==> src/hw/mm_pkg.sv <==
/*
 * matmul accelerator shared definitions
 * sequencer states, AXI response codes and memory word width
 */
package mm_pkg;

    // memory data and address width
    parameter int WORD_W = 32;

    // AXI response encodings
    parameter logic [1:0] RESP_OKAY   = 2'b00;
    parameter logic [1:0] RESP_SLVERR = 2'b10;

    // job sequencer states
    typedef enum logic [2:0] {
        IDLE    = 3'd0,
        READ_AB = 3'd1,
        RUN_MM  = 3'd2,
        WAIT_MM = 3'd3,
        WRITE_C = 3'd4,
        FINISH  = 3'd5
    } dma_state_t;

endpackage
==> src/hw/matmul_top.sv <==
/*
 * matmul accelerator top
 * DMA sequencer plus multiply engine on AXI read and write ports
 */
`timescale 1ns/1ps

module matmul_top #(
    parameter int DW       = 8,
    parameter int SA_WIDTH = 4
) (
    input  logic                          clk,
    input  logic                          rst_n,
    input  logic [mm_pkg::WORD_W-1:0]     mat_a_addr_i,
    input  logic [mm_pkg::WORD_W-1:0]     mat_b_addr_i,
    input  logic [mm_pkg::WORD_W-1:0]     mat_c_addr_i,
    input  logic                          start_i,
    output logic                          done_o,
    output logic                          error_o,
    output logic [mm_pkg::WORD_W-1:0]     araddr_o,
    output logic                          arvalid_o,
    input  logic                          arready_i,
    input  logic [mm_pkg::WORD_W-1:0]     rdata_i,
    input  logic [1:0]                    rresp_i,
    input  logic                          rvalid_i,
    output logic                          rready_o,
    output logic [mm_pkg::WORD_W-1:0]     awaddr_o,
    output logic                          awvalid_o,
    input  logic                          awready_i,
    output logic [mm_pkg::WORD_W-1:0]     wdata_o,
    output logic [mm_pkg::WORD_W/8-1:0]   wstrb_o,
    output logic                          wvalid_o,
    input  logic                          wready_i,
    input  logic [1:0]                    bresp_i,
    input  logic                          bvalid_i,
    output logic                          bready_o
);

    // buffer fill and engine handshake
    logic                                  buf_a_we, buf_b_we;
    logic [$clog2(SA_WIDTH)-1:0]           buf_row;
    logic [SA_WIDTH*DW-1:0]                buf_data;
    logic                                  mm_start, mm_done;
    logic [SA_WIDTH*SA_WIDTH*(2*DW+1)-1:0] accum;

    dma_engine #(.DW(DW), .SA_WIDTH(SA_WIDTH)) u_dma (
        .clk(clk), .rst_n(rst_n),
        .mat_a_addr_i(mat_a_addr_i), .mat_b_addr_i(mat_b_addr_i),
        .mat_c_addr_i(mat_c_addr_i), .start_i(start_i),
        .done_o(done_o), .error_o(error_o),
        .araddr_o(araddr_o), .arvalid_o(arvalid_o), .arready_i(arready_i),
        .rdata_i(rdata_i), .rresp_i(rresp_i), .rvalid_i(rvalid_i), .rready_o(rready_o),
        .awaddr_o(awaddr_o), .awvalid_o(awvalid_o), .awready_i(awready_i),
        .wdata_o(wdata_o), .wstrb_o(wstrb_o), .wvalid_o(wvalid_o), .wready_i(wready_i),
        .bresp_i(bresp_i), .bvalid_i(bvalid_i), .bready_o(bready_o),
        .buf_a_we_o(buf_a_we), .buf_b_we_o(buf_b_we),
        .buf_row_o(buf_row), .buf_data_o(buf_data),
        .mm_start_o(mm_start), .mm_done_i(mm_done), .accum_i(accum)
    );

    mm_engine #(.DW(DW), .SA_WIDTH(SA_WIDTH)) u_mm (
        .clk(clk), .rst_n(rst_n),
        .buf_a_we_i(buf_a_we), .buf_b_we_i(buf_b_we),
        .buf_row_i(buf_row), .buf_data_i(buf_data),
        .start_i(mm_start), .done_o(mm_done), .accum_o(accum)
    );

endmodule

==> src/hw/mm_engine.sv <==
/*
 * matrix multiply engine
 * A/B row buffers and a parallel MAC array, one k step per cycle
 */
`timescale 1ns/1ps

module mm_engine #(
    parameter int DW       = 8,
    parameter int SA_WIDTH = 4
) (
    input  logic                                   clk,
    input  logic                                   rst_n,
    input  logic                                   buf_a_we_i,
    input  logic                                   buf_b_we_i,
    input  logic [$clog2(SA_WIDTH)-1:0]            buf_row_i,
    input  logic [SA_WIDTH*DW-1:0]                 buf_data_i,
    input  logic                                   start_i,
    output logic                                   done_o,
    output logic [SA_WIDTH*SA_WIDTH*(2*DW+1)-1:0]  accum_o
);

    localparam int ACC_W = 2 * DW + 1;
    localparam int K_W   = $clog2(SA_WIDTH);

    // element k of a row lives at bits k*DW
    logic [SA_WIDTH*DW-1:0]  a_rows [SA_WIDTH];
    logic [SA_WIDTH*DW-1:0]  b_rows [SA_WIDTH];
    logic signed [ACC_W-1:0] acc    [SA_WIDTH][SA_WIDTH];
    logic [K_W-1:0]          k_q;
    logic                    run_q;

    // operand buffers
    always_ff @(posedge clk) begin
        if (buf_a_we_i) begin
            a_rows[buf_row_i] <= buf_data_i;
        end
        if (buf_b_we_i) begin
            b_rows[buf_row_i] <= buf_data_i;
        end
    end

    // step sequencing
    always_ff @(posedge clk or negedge rst_n) begin
        if (!rst_n) begin
            k_q    <= '0;
            run_q  <= 1'b0;
            done_o <= 1'b0;
        end else begin
            done_o <= 1'b0;
            if (start_i) begin
                k_q   <= '0;
                run_q <= 1'b1;
            end else if (run_q) begin
                k_q <= k_q + 1'b1;
                // last step lands with done
                if (k_q == K_W'(SA_WIDTH - 1)) begin
                    run_q  <= 1'b0;
                    done_o <= 1'b1;
                end
            end
        end
    end

    // MAC array
    always_ff @(posedge clk) begin
        for (int i = 0; i < SA_WIDTH; i++) begin
            for (int j = 0; j < SA_WIDTH; j++) begin
                if (start_i) begin
                    acc[i][j] <= '0;
                end else if (run_q) begin
                    // signed operands widen to ACC_W before the multiply
                    acc[i][j] <= acc[i][j]
                                 + $signed(a_rows[i][k_q*DW +: DW])
                                 * $signed(b_rows[k_q][j*DW +: DW]);
                end
            end
        end
    end

    // flatten row-major
    for (genvar gi = 0; gi < SA_WIDTH; gi++) begin : g_row
        for (genvar gj = 0; gj < SA_WIDTH; gj++) begin : g_col
            assign accum_o[(gi*SA_WIDTH+gj)*ACC_W +: ACC_W] = acc[gi][gj];
        end
    end

endmodule

==> src/hw/dma_engine.sv <==
/*
 * DMA job sequencer
 * fetches A and B, kicks the multiply engine, writes C back, reports done and error
 */
`timescale 1ns/1ps

module dma_engine #(
    parameter int DW       = 8,
    parameter int SA_WIDTH = 4
) (
    input  logic                                   clk,
    input  logic                                   rst_n,
    input  logic [mm_pkg::WORD_W-1:0]              mat_a_addr_i,
    input  logic [mm_pkg::WORD_W-1:0]              mat_b_addr_i,
    input  logic [mm_pkg::WORD_W-1:0]              mat_c_addr_i,
    input  logic                                   start_i,
    output logic                                   done_o,
    output logic                                   error_o,
    output logic [mm_pkg::WORD_W-1:0]              araddr_o,
    output logic                                   arvalid_o,
    input  logic                                   arready_i,
    input  logic [mm_pkg::WORD_W-1:0]              rdata_i,
    input  logic [1:0]                             rresp_i,
    input  logic                                   rvalid_i,
    output logic                                   rready_o,
    output logic [mm_pkg::WORD_W-1:0]              awaddr_o,
    output logic                                   awvalid_o,
    input  logic                                   awready_i,
    output logic [mm_pkg::WORD_W-1:0]              wdata_o,
    output logic [mm_pkg::WORD_W/8-1:0]            wstrb_o,
    output logic                                   wvalid_o,
    input  logic                                   wready_i,
    input  logic [1:0]                             bresp_i,
    input  logic                                   bvalid_i,
    output logic                                   bready_o,
    output logic                                   buf_a_we_o,
    output logic                                   buf_b_we_o,
    output logic [$clog2(SA_WIDTH)-1:0]            buf_row_o,
    output logic [SA_WIDTH*DW-1:0]                 buf_data_o,
    output logic                                   mm_start_o,
    input  logic                                   mm_done_i,
    input  logic [SA_WIDTH*SA_WIDTH*(2*DW+1)-1:0]  accum_i
);

    mm_pkg::dma_state_t state_q;
    logic [mm_pkg::WORD_W-1:0] a_base_q, b_base_q, c_base_q;
    logic rd_start, rd_done, rd_err;
    logic wr_start, wr_done, wr_err;
    logic err_q;

    // RUN_MM lasts a single cycle
    assign mm_start_o = (state_q == mm_pkg::RUN_MM);
    assign done_o     = (state_q == mm_pkg::FINISH);
    assign error_o    = err_q;

    always_ff @(posedge clk or negedge rst_n) begin
        if (!rst_n) begin
            state_q  <= mm_pkg::IDLE;
            rd_start <= 1'b0;
            wr_start <= 1'b0;
            err_q    <= 1'b0;
        end else begin
            rd_start <= 1'b0;
            wr_start <= 1'b0;
            // sticky, cleared on accepted start
            if (state_q == mm_pkg::IDLE && start_i) begin
                err_q <= 1'b0;
            end else if (rd_err || wr_err) begin
                err_q <= 1'b1;
            end
            case (state_q)
                mm_pkg::IDLE: begin
                    if (start_i) begin
                        rd_start <= 1'b1;
                        state_q  <= mm_pkg::READ_AB;
                    end
                end
                mm_pkg::READ_AB: if (rd_done) state_q <= mm_pkg::RUN_MM;
                mm_pkg::RUN_MM:  state_q <= mm_pkg::WAIT_MM;
                mm_pkg::WAIT_MM: begin
                    if (mm_done_i) begin
                        wr_start <= 1'b1;
                        state_q  <= mm_pkg::WRITE_C;
                    end
                end
                mm_pkg::WRITE_C: if (wr_done) state_q <= mm_pkg::FINISH;
                default:         state_q <= mm_pkg::IDLE;
            endcase
        end
    end

    // job addresses, held for the whole job
    always_ff @(posedge clk) begin
        if (state_q == mm_pkg::IDLE && start_i) begin
            a_base_q <= mat_a_addr_i;
            b_base_q <= mat_b_addr_i;
            c_base_q <= mat_c_addr_i;
        end
    end

    dma_read #(.DW(DW), .SA_WIDTH(SA_WIDTH)) u_rd (
        .clk(clk), .rst_n(rst_n), .start_i(rd_start),
        .a_base_i(a_base_q), .b_base_i(b_base_q),
        .araddr_o(araddr_o), .arvalid_o(arvalid_o), .arready_i(arready_i),
        .rdata_i(rdata_i), .rresp_i(rresp_i), .rvalid_i(rvalid_i), .rready_o(rready_o),
        .buf_a_we_o(buf_a_we_o), .buf_b_we_o(buf_b_we_o),
        .buf_row_o(buf_row_o), .buf_data_o(buf_data_o),
        .done_o(rd_done), .err_o(rd_err)
    );

    dma_write #(.DW(DW), .SA_WIDTH(SA_WIDTH)) u_wr (
        .clk(clk), .rst_n(rst_n), .start_i(wr_start),
        .c_base_i(c_base_q), .accum_i(accum_i),
        .awaddr_o(awaddr_o), .awvalid_o(awvalid_o), .awready_i(awready_i),
        .wdata_o(wdata_o), .wstrb_o(wstrb_o), .wvalid_o(wvalid_o), .wready_i(wready_i),
        .bresp_i(bresp_i), .bvalid_i(bvalid_i), .bready_o(bready_o),
        .done_o(wr_done), .err_o(wr_err)
    );

endmodule

==> src/hw/dma_write.sv <==
/*
 * result writeback master
 * stores every C accumulator, sign-extended, one AXI write per word
 */
`timescale 1ns/1ps

module dma_write #(
    parameter int DW       = 8,
    parameter int SA_WIDTH = 4
) (
    input  logic                                   clk,
    input  logic                                   rst_n,
    input  logic                                   start_i,
    input  logic [mm_pkg::WORD_W-1:0]              c_base_i,
    input  logic [SA_WIDTH*SA_WIDTH*(2*DW+1)-1:0]  accum_i,
    output logic [mm_pkg::WORD_W-1:0]              awaddr_o,
    output logic                                   awvalid_o,
    input  logic                                   awready_i,
    output logic [mm_pkg::WORD_W-1:0]              wdata_o,
    output logic [mm_pkg::WORD_W/8-1:0]            wstrb_o,
    output logic                                   wvalid_o,
    input  logic                                   wready_i,
    input  logic [1:0]                             bresp_i,
    input  logic                                   bvalid_i,
    output logic                                   bready_o,
    output logic                                   done_o,
    output logic                                   err_o
);

    localparam int ACC_W = 2 * DW + 1;
    localparam int NELEM = SA_WIDTH * SA_WIDTH;
    localparam int IDX_W = $clog2(NELEM);

    logic [IDX_W-1:0]        idx_q;
    logic signed [ACC_W-1:0] acc_sel;
    logic                    last_elem;
    logic                    aw_left;
    logic                    w_left;

    assign last_elem = (idx_q == IDX_W'(NELEM - 1));

    // row-major element (i,j) sits at index i*SA_WIDTH+j
    assign acc_sel  = accum_i[idx_q*ACC_W +: ACC_W];
    assign wdata_o  = {{(mm_pkg::WORD_W - ACC_W){acc_sel[ACC_W-1]}}, acc_sel};
    assign awaddr_o = c_base_i + mm_pkg::WORD_W'({idx_q, 2'b00});
    assign wstrb_o  = '1;

    // channel still unaccepted after this cycle
    assign aw_left = awvalid_o && !awready_i;
    assign w_left  = wvalid_o && !wready_i;

    always_ff @(posedge clk or negedge rst_n) begin
        if (!rst_n) begin
            idx_q     <= '0;
            awvalid_o <= 1'b0;
            wvalid_o  <= 1'b0;
            bready_o  <= 1'b0;
            done_o    <= 1'b0;
            err_o     <= 1'b0;
        end else begin
            done_o <= 1'b0;
            err_o  <= 1'b0;
            if (start_i) begin
                idx_q     <= '0;
                awvalid_o <= 1'b1;
                wvalid_o  <= 1'b1;
            end
            // each channel drops on its own handshake
            if (awvalid_o && awready_i) begin
                awvalid_o <= 1'b0;
            end
            if (wvalid_o && wready_i) begin
                wvalid_o <= 1'b0;
            end
            // both accepted, open for the response
            if ((awvalid_o || wvalid_o) && !aw_left && !w_left) begin
                bready_o <= 1'b1;
            end
            if (bvalid_i && bready_o) begin
                bready_o <= 1'b0;
                err_o    <= (bresp_i != mm_pkg::RESP_OKAY);
                if (last_elem) begin
                    done_o <= 1'b1;
                end else begin
                    idx_q     <= idx_q + 1'b1;
                    awvalid_o <= 1'b1;
                    wvalid_o  <= 1'b1;
                end
            end
        end
    end

endmodule

==> src/hw/dma_read.sv <==
/*
 * operand fetch master
 * single-beat AXI reads of the A then B rows into the operand buffers
 */
`timescale 1ns/1ps

module dma_read #(
    parameter int DW       = 8,
    parameter int SA_WIDTH = 4
) (
    input  logic                         clk,
    input  logic                         rst_n,
    input  logic                         start_i,
    input  logic [mm_pkg::WORD_W-1:0]    a_base_i,
    input  logic [mm_pkg::WORD_W-1:0]    b_base_i,
    output logic [mm_pkg::WORD_W-1:0]    araddr_o,
    output logic                         arvalid_o,
    input  logic                         arready_i,
    input  logic [mm_pkg::WORD_W-1:0]    rdata_i,
    input  logic [1:0]                   rresp_i,
    input  logic                         rvalid_i,
    output logic                         rready_o,
    output logic                         buf_a_we_o,
    output logic                         buf_b_we_o,
    output logic [$clog2(SA_WIDTH)-1:0]  buf_row_o,
    output logic [SA_WIDTH*DW-1:0]       buf_data_o,
    output logic                         done_o,
    output logic                         err_o
);

    localparam int ROW_W = $clog2(SA_WIDTH);

    logic [ROW_W-1:0] row_q;
    // 0 while fetching A, 1 while fetching B
    logic             phase_b_q;
    logic             last_row;
    logic             r_hs;

    assign last_row = (row_q == ROW_W'(SA_WIDTH - 1));
    assign r_hs     = rvalid_i && rready_o;

    // one row per word, rows 4 bytes apart
    assign araddr_o = (phase_b_q ? b_base_i : a_base_i) + mm_pkg::WORD_W'({row_q, 2'b00});

    always_ff @(posedge clk or negedge rst_n) begin
        if (!rst_n) begin
            row_q      <= '0;
            phase_b_q  <= 1'b0;
            arvalid_o  <= 1'b0;
            rready_o   <= 1'b0;
            buf_a_we_o <= 1'b0;
            buf_b_we_o <= 1'b0;
            done_o     <= 1'b0;
            err_o      <= 1'b0;
        end else begin
            // pulses by default
            buf_a_we_o <= 1'b0;
            buf_b_we_o <= 1'b0;
            done_o     <= 1'b0;
            err_o      <= 1'b0;
            if (start_i) begin
                row_q     <= '0;
                phase_b_q <= 1'b0;
                arvalid_o <= 1'b1;
            end
            // address accepted, now wait for the data beat
            if (arvalid_o && arready_i) begin
                arvalid_o <= 1'b0;
                rready_o  <= 1'b1;
            end
            if (r_hs) begin
                rready_o   <= 1'b0;
                buf_a_we_o <= !phase_b_q;
                buf_b_we_o <= phase_b_q;
                // bad response still writes the row
                err_o      <= (rresp_i != mm_pkg::RESP_OKAY);
                if (phase_b_q && last_row) begin
                    done_o <= 1'b1;
                end else begin
                    arvalid_o <= 1'b1;
                    if (last_row) begin
                        row_q     <= '0;
                        phase_b_q <= 1'b1;
                    end else begin
                        row_q <= row_q + 1'b1;
                    end
                end
            end
        end
    end

    // row payload, written one cycle after the R handshake
    always_ff @(posedge clk) begin
        if (r_hs) begin
            buf_row_o  <= row_q;
            buf_data_o <= rdata_i[SA_WIDTH*DW-1:0];
        end
    end

endmodule

==> config.mk <==
export PLATFORM = sky130hd
export DESIGN_NAME = matmul_top
export DESIGN_NICKNAME = d
export VERILOG_FILES = /design/src/hw/mm_pkg.sv /design/src/hw/matmul_top.sv /design/src/hw/mm_engine.sv /design/src/hw/dma_engine.sv /design/src/hw/dma_write.sv /design/src/hw/dma_read.sv
export SDC_FILE = /design/constraint.sdc
export NUM_CORES = 2
export LEC_CHECK = 0
export BUFFER_PORTS_ARGS = -buffer_cell sky130_fd_sc_hd__buf_2
export CAP_MARGIN = 10
export CORE_UTILIZATION = 50
export DETAILED_ROUTE_END_ITERATION = 8
export HOLD_SLACK_MARGIN = 0.06
export PLACE_DENSITY = 0.74
export SYNTH_ARGS = -nofsm -noshare
export SYNTH_HDL_FRONTEND = slang
export SYNTH_SLANG_ARGS = --single-unit
==> constraint.sdc <==
create_clock -name clk -period 25.8 [get_ports clk]
set_input_delay 1.29 -clock clk [delete_from_list [all_inputs] [get_ports clk]]
set_output_delay 1.29 -clock clk [all_outputs]
set_load 0.03 [all_outputs]
==> flow_summary.ini <==
[run_status]
status = finished with violations
violations = design-rule violations

[clocking]
clk_path_buf_depth = 3
cts_tree = done
post-cts-setup-buffer-count = 0
cts_made_buffers = 85
clock_sinks = 686
clk_pin_slew_ns = 0.06
h-tree-depth = 3
clock_latency_ns = 0.77
cts_hold_buf = 0
cts_resized = 0
cts-root-buf = clkbuf_16

[critical_path]
cp_slowest_stage_delay_ns = 1.00
critPathSlowestCell = o21a_1
path_max_fanout = 70
critical_path_arrival_ns = 9.52
critPathTopFamily = compound AO/OA/AOI/OAI gates
startpoint_type = flip-flop
crit_path_frequent_cell = fa_1
crit_type = reg -> reg
critPathCaptureType = flip-flop
worst-path-buf-inv = 5
critPathRequiredTime_ns = 26.26

[finish]
fin_nets = 9916
register_area_um2 = 20500
final_cell_mix = inv_1, nor2_1, fa_1
final_cell_count_no_fill = 10200
layout-drive-gt1-share = 0.0871
fin_util = 0.549
fillCellCount = 13300
mostFrequentLayoutCell = inv_1
area_growth_pct = 8.69
multi_input_area_um2 = 51200

[yosys]
synth_xor_area_frac = 0.0617
avgSynthCellArea_um2 = 9.76
synth_cells = 7983
ys_seq_elements = 686
yosysWarnings = 0
synth_fa_ha_area_frac = 0.350
yosys_most_used_dff = edfxtp_1
synth-simple-area-share = 0.105
ys_seq_area_frac = 0.262
synth_area_um2 = 78000
synthArstFlopShare = 0.0408
synth_compound_area_frac = 0.0949
synth_cell_types = 84
synth_top_family_by_area = adder cells
synth_edf_count = 658
synthMuxAreaShare = 0.0406

[sta]
max_freq_mhz = 110
slew_violations = 0
setup_viol = 0
rsz0062_at_grt = false
skew_ns = 0.0807
finalHoldViolCount = 0
relSlewSlack = 0.126
period_needed_ns = 9.06
finalSetupTns_ns = 0
fin_crit_sh = 0.351
worst_pin_slew_ns = 1.31

[detailed_routing]
vias = 58500
drc = 20
post_drt_wl_per_cell_um = 21.7
drtPass1Iterations = 9
antenna_left = 0
drt-initial-drc-count = 4838
routed_wl_um = 223000
viasPerCell = 5.71

[die]
std_cell_rows = 144
fp.coreArea_um2 = 154000
start_util = 0.505
die_h_um = 397
dieArea_um2 = 157000
die_w_um = 397
pin_count = 247

[global_route]
grt_antenna_before_repair = 17
grt_max_degree = 167
grt_pass1_wl_um = 344000
grt_overflow_total = 0
grtUsageTotal = 0.287
grt_pass1_vias = 61000

[placement]
place_congestion = 0.923
port_buffers = 242
place_hpwl_um = 167000
place_inst = 10100

[hold_path]
min_path_type = reg -> reg

[flow_run]
max-cap-violations = 0
[metrics by stage]
| stage | area (um^2) | hold WS [ns] | worst slack, ns |
|---|---|---|---|
| 3_3_place_gp | 81800 | 0.459 | 16.74 |
| 6_report | 84700 | 0.478 | 16.74 |
| 2_1_floorplan | 78000 | 0.446 | 4.88 |
| 4_1_cts | 84700 | 0.484 | 16.78 |
| 5_1_grt | 84700 | 0.531 | 16.15 |
| 3_5_place_dp | 81800 | 0.460 | 16.83 |
[Yosys cell counts, types with 8 or more instances]
library cell,instances,area [um^2]
inv_1,1448,5440
nor2_1,1156,4340
fa_1,898,18000
ha_1,745,9320
edfxtp_1,658,19800
nand2_1,417,1570
xnor2_1,348,3050
a21oi_1,319,1600
o21ai_0,253,1270
clkbuf_1,232,871
xor2_1,186,1630
a21o_1,146,1100
mux2i_1,143,1430
o21a_1,97,728
mux2_2,86,968
and2_1,62,388
nand3_1,59,295
nand2b_1,55,344
a211oi_1,49,368
o21bai_1,49,368
nor3_1,40,200
o21ai_1,39,195
nor2b_1,35,219
mux4_2,34,766
a31oi_1,32,200
dfrtp_1,28,701
or2_2,26,163
and3_1,25,156
a22oi_1,23,173
buf_4,22,165
buf_1,20,75.1
o211ai_1,19,143
a221oi_1,17,149
buf_2,16,80.1
nand4_1,14,87.6
o31ai_1,14,105
a2111oi_0,13,114
o22ai_1,13,81.3
o41ai_1,13,114
o21ba_2,9,90.1
a21boi_0,8,60.1
a41oi_1,8,70.1
[layer usage]
metal,track usage,vias to the layer above,wire length (um)
li1,-,26200,-
met1,0.351,28900,83200
met2,0.461,2675,102000
met3,0.0665,717,21600
met4,0.168,22,15500
met5,0.0105,-,348
[final timing paths]
| check | startpoint | endpoint | slack [ns] | cells past startpoint |
|---|---|---|---|---|
| hold reg to reg | u_dma.u_rd.err_o | u_dma.error_o | 0.48 | 2 |
| setup / recovery | u_mm.k_q[1] | u_mm.acc[1][67] | 16.74 | 26 |
| hold / removal | u_dma.u_rd.err_o | u_dma.error_o | 0.48 | 2 |
| setup reg to reg | u_mm.k_q[1] | u_mm.acc[1][67] | 16.74 | 26 |
| min in group asynchronous | rst_n | u_dma.u_wr.done_o | 0.69 | 1 |
| max in group asynchronous | rst_n | u_mm.k_q[1] | 24.43 | 1 |
[cells by family (layout without fill, tap and decap cells)]
kind of cell    after synthesis  in the layout
simple gates               1935           1935
buf+inv                    1744           1956
fa+ha+maj                  1643           1643
compound gates             1171           1171
flops                       686            686
xor+xnor                    540            540
mux                         263            263
other cells                   1             11
[state kept, by name (all words and copies together) (netlist names), 2 cells and up]
register / flops
u_mm.a_rows: 128
u_dma.b_base_q: 32
u_dma.state_q: 3
u_dma.u_rd.row_q: 2
u_dma.u_rd.buf_data_o: 32
u_mm.k_q: 2
u_dma.u_wr.idx_q: 4
u_dma.c_base_q: 32
u_dma.a_base_q: 32
u_mm.b_rows: 128
u_dma.u_rd.buf_row_o: 2
u_mm.acc: 272
[cell type report]
| type | count | share of cell area |
|---|---|---|
| diodes | 7 | 0.000207 |
| clock buffers | 101 | 0.0259 |
| repair buffers | 352 | 0.0243 |
| flip-flops and latches | 686 | 0.242 |
| clock inverters | 51 | 0.00870 |
| multi-input cells | 5556 | 0.605 |
| well taps | 2044 | 0.0302 |
| inverters | 1452 | 0.0643 |
[worst reg2reg max path, cell delays in order, from the launching register on]
cell      delay, ns
dfrtp_4        0.73
buf_4          0.87
buf_4          0.76
o21a_1         1.01
nand2_1        0.19
fa_1           0.41
inv_1          0.08
fa_1           0.41
inv_1          0.09
fa_1           0.40
fa_1           0.49
inv_1          0.04
ha_1           0.32
o21ai_0        0.19
nor2_1         0.09
o41ai_1        0.39
o22ai_1        0.19
nor2_1         0.14
xnor2_1        0.16
ha_1           0.28
a21o_1         0.19
or4_1          0.40
o21ai_0        0.32
nor3_1         0.09
a311oi_1       0.32
xor2_1         0.18
nor2_1         0.05
Power is left out: the tool's default activity adds up to more than one toggle a clock period on the data nets, which glitch-free logic cannot reach.
